--- config.mk ---
export PLATFORM = sky130hd
export DESIGN_NAME = loadOrderUnit
export DESIGN_NICKNAME = d
export VERILOG_FILES = /design/src/logic/loadOrderPkg.sv /design/src/logic/branchSelector.sv /design/src/logic/loadBuffer.sv /design/src/logic/loadOrderUnit.sv /design/src/logic/loadSqnAllocator.sv
export SDC_FILE = /design/constraint.sdc
export NUM_CORES = 2
export LEC_CHECK = 0
export ABC_AREA = 1
export BUFFER_PORTS_ARGS = -buffer_cell sky130_fd_sc_hd__buf_2
export CAP_MARGIN = 25
export CORE_MARGIN = 5
export CORE_UTILIZATION = 40
export DETAILED_ROUTE_END_ITERATION = 12
export SLEW_MARGIN = 20
export SYNTH_ARGS = -nofsm -noshare
export SYNTH_HDL_FRONTEND = slang
export SYNTH_SLANG_ARGS = --single-unit
--- constraint.sdc ---
create_clock -name clk -period 7.15 [get_ports clk]
set_input_delay 0 -clock clk [delete_from_list [all_inputs] [get_ports clk]]
set_output_delay 0 -clock clk [all_outputs]
set_load 0.03 [all_outputs]
--- src/logic/loadOrderPkg.sv ---
package loadOrderPkg;

    localparam int SQN_W = 6;
    localparam int ADDR_W = 32;
    localparam int PC_W = 32;
    localparam int FETCH_ID_W = 5;
    localparam int LB_ENTRIES = 16;
    localparam int LB_IDX_W = 4;

    typedef struct packed {
        logic valid;
        logic isLoad;
        logic [ADDR_W-1:0] addr;
        logic [PC_W-1:0] pc;
        logic [SQN_W-1:0] sqN;
        logic [SQN_W-1:0] loadSqN;
        logic [SQN_W-1:0] storeSqN;
        logic [FETCH_ID_W-1:0] fetchID;
    } AguUop;

    typedef struct packed {
        logic taken;
        logic flush;
        logic [PC_W-1:0] dstPC;
        logic [SQN_W-1:0] sqN;
        logic [SQN_W-1:0] loadSqN;
        logic [SQN_W-1:0] storeSqN;
        logic [FETCH_ID_W-1:0] fetchID;
    } BranchProv;

    typedef struct packed {
        logic valid;
        logic [SQN_W-1:0] sqN;
        logic [ADDR_W-3:0] addr; // word address
    } LbEntry;

    typedef struct packed {
        logic valid;
        logic isLoad;
        logic [SQN_W-1:0] sqN;
    } DispatchReq;

    // true when a is older than b in wrapped sequence order
    function automatic logic isOlder(input logic [SQN_W-1:0] a, input logic [SQN_W-1:0] b);
        logic [SQN_W-1:0] diff;
        diff = b - a;
        return $signed(diff) > 0;
    endfunction

endpackage

--- src/logic/branchSelector.sv ---
`timescale 1ns/1ps

module branchSelector (
    input  logic clk,
    input  logic rst,

    input  loadOrderPkg::BranchProv extBranch,
    input  loadOrderPkg::BranchProv violation,

    output loadOrderPkg::BranchProv branchOut
);
    import loadOrderPkg::*;

    logic extLive;
    logic vioLive;
    BranchProv pick;

    // a candidate not older than the redirect in flight is squashed by it
    always_comb begin
        extLive = extBranch.taken;
        vioLive = violation.taken;
        if (branchOut.taken) begin
            if (!isOlder(extBranch.sqN, branchOut.sqN)) begin
                extLive = 1'b0;
            end
            if (!isOlder(violation.sqN, branchOut.sqN)) begin
                vioLive = 1'b0;
            end
        end
    end

    // older sqN wins, ties go to the ALU side
    always_comb begin
        if (extLive && vioLive) begin
            pick = isOlder(violation.sqN, extBranch.sqN) ? violation : extBranch;
        end else if (vioLive) begin
            pick = violation;
        end else begin
            pick = extBranch;
        end
        pick.taken = extLive || vioLive;
    end

    always_ff @(posedge clk) begin
        if (rst) begin
            branchOut.taken <= 1'b0;
        end else begin
            branchOut <= pick; // one cycle pulse
        end
    end

endmodule

--- src/logic/loadBuffer.sv ---
`timescale 1ns/1ps

module loadBuffer (
    input  logic clk,
    input  logic rst,

    input  logic [loadOrderPkg::SQN_W-1:0] commitSqN,
    input  loadOrderPkg::AguUop uop,
    input  loadOrderPkg::BranchProv branch,

    output loadOrderPkg::BranchProv violation,
    output logic [loadOrderPkg::SQN_W-1:0] maxLoadSqN
);
    import loadOrderPkg::*;

    LbEntry entries [LB_ENTRIES];

    logic [SQN_W-1:0] baseIndex; // load number held in entries[0]
    logic [SQN_W-1:0] baseNext;
    logic [LB_IDX_W-1:0] loadIdx;
    logic uopLive;
    logic headRetire;
    logic storeHit;
    BranchProv violationNext;

    // uops behind a taken redirect are already squashed
    assign uopLive = uop.valid && !(branch.taken && isOlder(branch.sqN, uop.sqN));

    // head leaves once its instruction is committed
    assign headRetire = !branch.taken && entries[0].valid
        && isOlder(entries[0].sqN, commitSqN);

    always_comb begin
        baseNext = baseIndex;
        if (branch.taken && branch.flush) begin
            baseNext = branch.loadSqN;
        end else if (headRetire) begin
            baseNext = baseIndex + 1'b1;
        end
    end

    // slot relative to the base after this cycle's shift
    assign loadIdx = uop.loadSqN[LB_IDX_W-1:0] - baseNext[LB_IDX_W-1:0];

    // any executed load at the same word that is not older than the store
    always_comb begin
        storeHit = 1'b0;
        for (int j = 0; j < LB_ENTRIES; j++) begin
            if (entries[j].valid && entries[j].addr == uop.addr[ADDR_W-1:2]
                    && !isOlder(entries[j].sqN, uop.sqN)) begin
                storeHit = 1'b1;
            end
        end
    end

    always_comb begin
        violationNext.taken = uopLive && !uop.isLoad && storeHit;
        violationNext.flush = 1'b0; // replay only
        violationNext.dstPC = uop.pc;
        violationNext.sqN = uop.sqN;
        violationNext.loadSqN = uop.loadSqN;
        violationNext.storeSqN = uop.storeSqN;
        violationNext.fetchID = uop.fetchID;
    end

    always_ff @(posedge clk) begin
        if (rst) begin
            for (int i = 0; i < LB_ENTRIES; i++) begin
                entries[i].valid <= 1'b0;
            end
            baseIndex <= '0;
            maxLoadSqN <= SQN_W'(LB_ENTRIES - 1);
            violation.taken <= 1'b0;
        end else begin
            if (branch.taken) begin
                for (int i = 0; i < LB_ENTRIES; i++) begin
                    if (isOlder(branch.sqN, entries[i].sqN)) begin
                        entries[i].valid <= 1'b0;
                    end
                end
            end else if (headRetire) begin
                for (int i = 0; i < LB_ENTRIES - 1; i++) begin
                    entries[i] <= entries[i + 1];
                end
                entries[LB_ENTRIES - 1].valid <= 1'b0;
            end

            // overrides the shift or squash for its own slot
            if (uopLive && uop.isLoad) begin
                entries[loadIdx] <= '{
                    valid: 1'b1,
                    sqN: uop.sqN,
                    addr: uop.addr[ADDR_W-1:2]
                };
            end

            baseIndex <= baseNext;
            maxLoadSqN <= baseNext + SQN_W'(LB_ENTRIES - 1);
            violation <= violationNext; // valid for this one cycle only
        end
    end

endmodule

--- src/logic/loadOrderUnit.sv ---
`timescale 1ns/1ps

module loadOrderUnit (
    input  logic clk,
    input  logic rst,

    // dispatch
    input  loadOrderPkg::DispatchReq dispatch,
    output logic dispatchReady,
    output logic [loadOrderPkg::SQN_W-1:0] dispatchLoadSqN,

    // address generation
    input  loadOrderPkg::AguUop aguUop,

    input  logic [loadOrderPkg::SQN_W-1:0] commitSqN,
    input  loadOrderPkg::BranchProv extBranch,

    output loadOrderPkg::BranchProv branchOut
);
    import loadOrderPkg::*;

    logic [SQN_W-1:0] maxLoadSqN;
    BranchProv violation;

    loadSqnAllocator u_loadSqnAllocator (
        .clk             (clk),
        .rst             (rst),
        .dispatch        (dispatch),
        .maxLoadSqN      (maxLoadSqN),
        .branch          (branchOut),
        .dispatchReady   (dispatchReady),
        .dispatchLoadSqN (dispatchLoadSqN)
    );

    loadBuffer u_loadBuffer (
        .clk        (clk),
        .rst        (rst),
        .commitSqN  (commitSqN),
        .uop        (aguUop),
        .branch     (branchOut),
        .violation  (violation),
        .maxLoadSqN (maxLoadSqN)
    );

    // merged redirect feeds back into buffer and allocator
    branchSelector u_branchSelector (
        .clk       (clk),
        .rst       (rst),
        .extBranch (extBranch),
        .violation (violation),
        .branchOut (branchOut)
    );

endmodule

--- src/logic/loadSqnAllocator.sv ---
`timescale 1ns/1ps

module loadSqnAllocator (
    input  logic clk,
    input  logic rst,

    input  loadOrderPkg::DispatchReq dispatch,
    input  logic [loadOrderPkg::SQN_W-1:0] maxLoadSqN,
    input  loadOrderPkg::BranchProv branch,

    output logic dispatchReady,
    output logic [loadOrderPkg::SQN_W-1:0] dispatchLoadSqN
);
    import loadOrderPkg::*;

    logic [SQN_W-1:0] loadSqN;
    logic overLimit;
    logic loadAccept;
    logic rewind;

    // counter already past the last slot the buffer can take
    assign overLimit = isOlder(maxLoadSqN, loadSqN);

    // stores never need a load slot
    assign dispatchReady = !(dispatch.isLoad && overLimit);

    assign loadAccept = dispatch.valid && dispatch.isLoad && dispatchReady;

    assign rewind = branch.taken && branch.flush;

    assign dispatchLoadSqN = loadSqN;

    always_ff @(posedge clk) begin
        if (rst) begin
            loadSqN <= '0;
        end else if (rewind) begin
            loadSqN <= branch.loadSqN; // squashed loads give their numbers back
        end else if (loadAccept) begin
            loadSqN <= loadSqN + 1'b1;
        end
    end

endmodule
==> results.py <==
metrics = {
    "critical_path": {
        "worstPathMaxFanout": 39,
        "endpoint_kind": "register",
        "critPathKind": "register to register",
        "critPathLaunchType": "register",
        "required_ps": 7670,
        "critPathArrivalTime_ps": 6080,
    },
    "cts": {
        "clkTransAtPathRegs_ps": 60,
        "clk_latency_ps": 710,
        "cts_setup_buffers": 0,
        "ctsHtreeMaxLevel": 3,
        "cts_buffer_depth": 3,
        "cts_root_buf": "clkbuf_16",
        "cts.sinks": 723,
        "cts_tree": "done",
        "numCtsBuffers": 84,
    },
    "layout": {
        "regArea_um2": 21400,
        "post-route-util": 0.462,
        "multiInputGateArea_um2": 20700,
        "drive_above_1_share": 0.0938,
        "nFillCells": 10500,
        "final_common_cell": "nand2_1",
        "final_cell_mix": "nand2_1, edfxtp_1, o21ai_0",
        "final_cell_area_um2": 51800,
        "nets": 5809,
        "syn_to_final_growth_pct": 15.1,
    },
    "yosys": {
        "yosysWarningCount": 0,
        "synthSimpleGateAreaFrac": 0.195,
        "async_flop_share": 0,
        "synthAdderAreaFrac": 0.0718,
        "ys_ff_latch": 723,
        "synth.area.mux_share": 0,
        "ys.flop_type": "edfxtp_1",
        "ys_seq_area_frac": 0.474,
        "synth.distinct_cells": 51,
        "syn_area_um2": 45000,
        "syn_avg_cell_area_um2": 8.73,
        "netlist_instances": 5153,
        "synth_top_family_by_area": "simple AND/OR/NAND/NOR gates",
        "synth_nets": 5550,
        "synth-compound-area-share": 0.133,
        "synth_edf_count": 687,
        "synth-xor-area-share": 0.0599,
    },
    "floorplan": {
        "die_x_um": 345,
        "die-area_um2": 119000,
        "start_util": 0.401,
        "dieHeight_um": 345,
        "pin_count": 226,
        "rows": 123,
        "core_um2": 112000,
    },
    "sta": {
        "max_slew_margin": 0.325,
        "tightest_slew_ps": 1010,
        "final-max-slew-violation-count": 0,
        "finalSetupViolCount": 0,
        "period_needed_ps": 5570,
        "hold_viol": 0,
        "clock.fmax_ghz": 0.180,
        "fin_skew_ps": 49.4,
        "fin_tns_setup_ps": 0,
        "min_period_over_period": 0.779,
        "grt_setup_unrepaired": "false",
    },
    "placed_design": {
        "placed_cell_area_um2": 47300,
        "gp_congestion": 0.915,
        "numPortBuffers": 217,
        "post-dp-hpwl_mm": 103,
    },
    "pwr": {
        "finalPower_w": 0.0108,
        "vdd_drop_max_v": 0.000165,
        "power.density_nw_per_um2": 208,
        "power_leakage_nw": 21.4,
    },
    "drt": {
        "vias_per_cell": 5.58,
        "drtPass1Iterations": 7,
        "ant_nets": 0,
        "wl_per_cell_um": 22.4,
        "drc_errors": 0,
        "first_iter_violations": 4464,
        "dr_total_vias": 39000,
        "wirelength_mm": 157,
    },
    "global_routing": {
        "grt_start_max_net_pins": 79,
        "grt_overflow": 0,
        "grt_pass1_vias": 36700,
        "grt_pass1_wl_mm": 232,
        "grt_usage": 0.253,
        "antenna_found_initial": 7,
    },
    "flow_run": {
        "maxCapViolCount": 0,
    },
    "worst_hold_path": {
        "min_path_type": "primary input to register",
    },
    "run_status": {
        "status": "complete, no violations",
    },
}
## synth_stat cells (7+ instances only)
master / count / area [µm²]
a211oi_1: 20 / 150
a21oi_1: 128 / 641
a22o_1: 35 / 307
buf_1: 35 / 131
buf_2: 63 / 315
buf_4: 16 / 120
buf_6: 38 / 428
clkbuf_1: 156 / 586
clkinv_1: 9 / 33.8
dfxtp_1: 36 / 721
edfxtp_1: 687 / 20600
fa_1: 39 / 781
ha_1: 196 / 2450
inv_1: 358 / 1340
nand2_1: 1466 / 5500
nand3_1: 278 / 1390
nand3_2: 11 / 110
nand3b_1: 7 / 52.6
nand4_1: 52 / 325
nor2_1: 223 / 837
nor3_1: 17 / 85.1
nor4_1: 26 / 163
o2111ai_1: 18 / 158
o211ai_1: 19 / 143
o21ai_0: 644 / 3220
o21ai_1: 95 / 475
o21bai_1: 12 / 90.1
o22ai_1: 96 / 601
o31ai_1: 7 / 52.6
or2_2: 16 / 100
xnor2_1: 186 / 1630
xor2_1: 122 / 1070
## per-layer routing
metal,wire (µm),global-route usage,vias up,share of wire
met5,13,0,-,0.000083
li1,-,-,18200,-
met4,7420,0.111,2,0.047
met2,67900,0.386,2073,0.43
met3,16300,0.0535,372,0.10
met1,65100,0.348,18400,0.42
## logic make-up (layout without fill, tap and decap cells)
kind of cell	count (synthesis)	after routing
AND/OR/NAND/NOR	2116	2116
other	0	8
flip-flops	723	723
XOR/XNOR	308	308
AO/OA/AOI/OAI	1091	1091
buffers and inverters	680	1009
adder cells (fa/ha/maj)	235	235
## sequential cells by signal, indices dropped and copies added (netlist names)
register	count
u_loadBuffer.entries	592
u_branchSelector.branchOut	57
u_loadBuffer.violation	56
u_loadBuffer.baseIndex	6
u_loadBuffer.maxLoadSqN	6
u_loadSqnAllocator.dispatchLoadSqN	6
## where the power goes
| group | total, W | internal, W | switching (W) | leakage, nW |
|---|---|---|---|---|
| Sequential | 0.00479 | 0.00472 | 0.0000763 | 6.32 |
| Combinational | 0.00146 | 0.000492 | 0.000973 | 13.7 |
| Clock | 0.00450 | 0.00260 | 0.00190 | 1.38 |
## metrics by stage
| stage | instances | worst slack, ps | hold slack, ps |
|---|---|---|---|
| finish | 6990 | 1580 | 40.6 |
| global route | 6987 | 1130 | 20.5 |
| CTS | 6979 | 1630 | 0.0261 |
| detailed placement | 6664 | 1660 | 178 |
| global placement | 6663 | 1630 | 177 |
| floorplan | 5153 | 2080 | 83.9 |
## worst paths after layout
path	startpoint	to	slack, ps	depth (start not counted)
max	u_loadBuffer.entries[0][30]	u_loadBuffer.entries[8][31]	1580	22
min	aguUop[33]	u_loadBuffer.violation[33]	40	2
max reg2reg	u_loadBuffer.entries[0][30]	u_loadBuffer.entries[8][31]	1580	22
min reg2reg	u_loadBuffer.entries[1][36]	u_loadBuffer.entries[1][36]	510	2
## final cells by class
class                      instances  share of cell area
sequential                       723               0.412
inverter                         370              0.0269
clock inverter                    53              0.0122
clock buffer                     103              0.0430
antenna                            8            0.000387
tap                             1500              0.0362
timing repair buffer             483              0.0687
multi-input combinational       3750               0.400
## timing repair
action | CTS | global route
hold endpoints to repair | 244 | 0
gates resized for setup | 0 | 0
hold buffers | 159 | 0
## critical path, stage by stage (launching register included)
cell and delay (ps):
edfxtp_1 430, ha_1 250, fa_1 410, inv_1 70, nand3_1 80, nand3_1 90, nand2_1 50, nor2_1 100
nand2_2 130, nand2_4 160, nand2_1 60, nand2_1 50, nand2_1 40, o21ai_1 250, inv_1 80, ha_1 220
fa_1 660, inv_1 90, nor2_1 460, nand2_2 680, inv_2 800, nand2_1 100, nand2_1 90
Note: power is estimated with default switching activity, not from simulation.
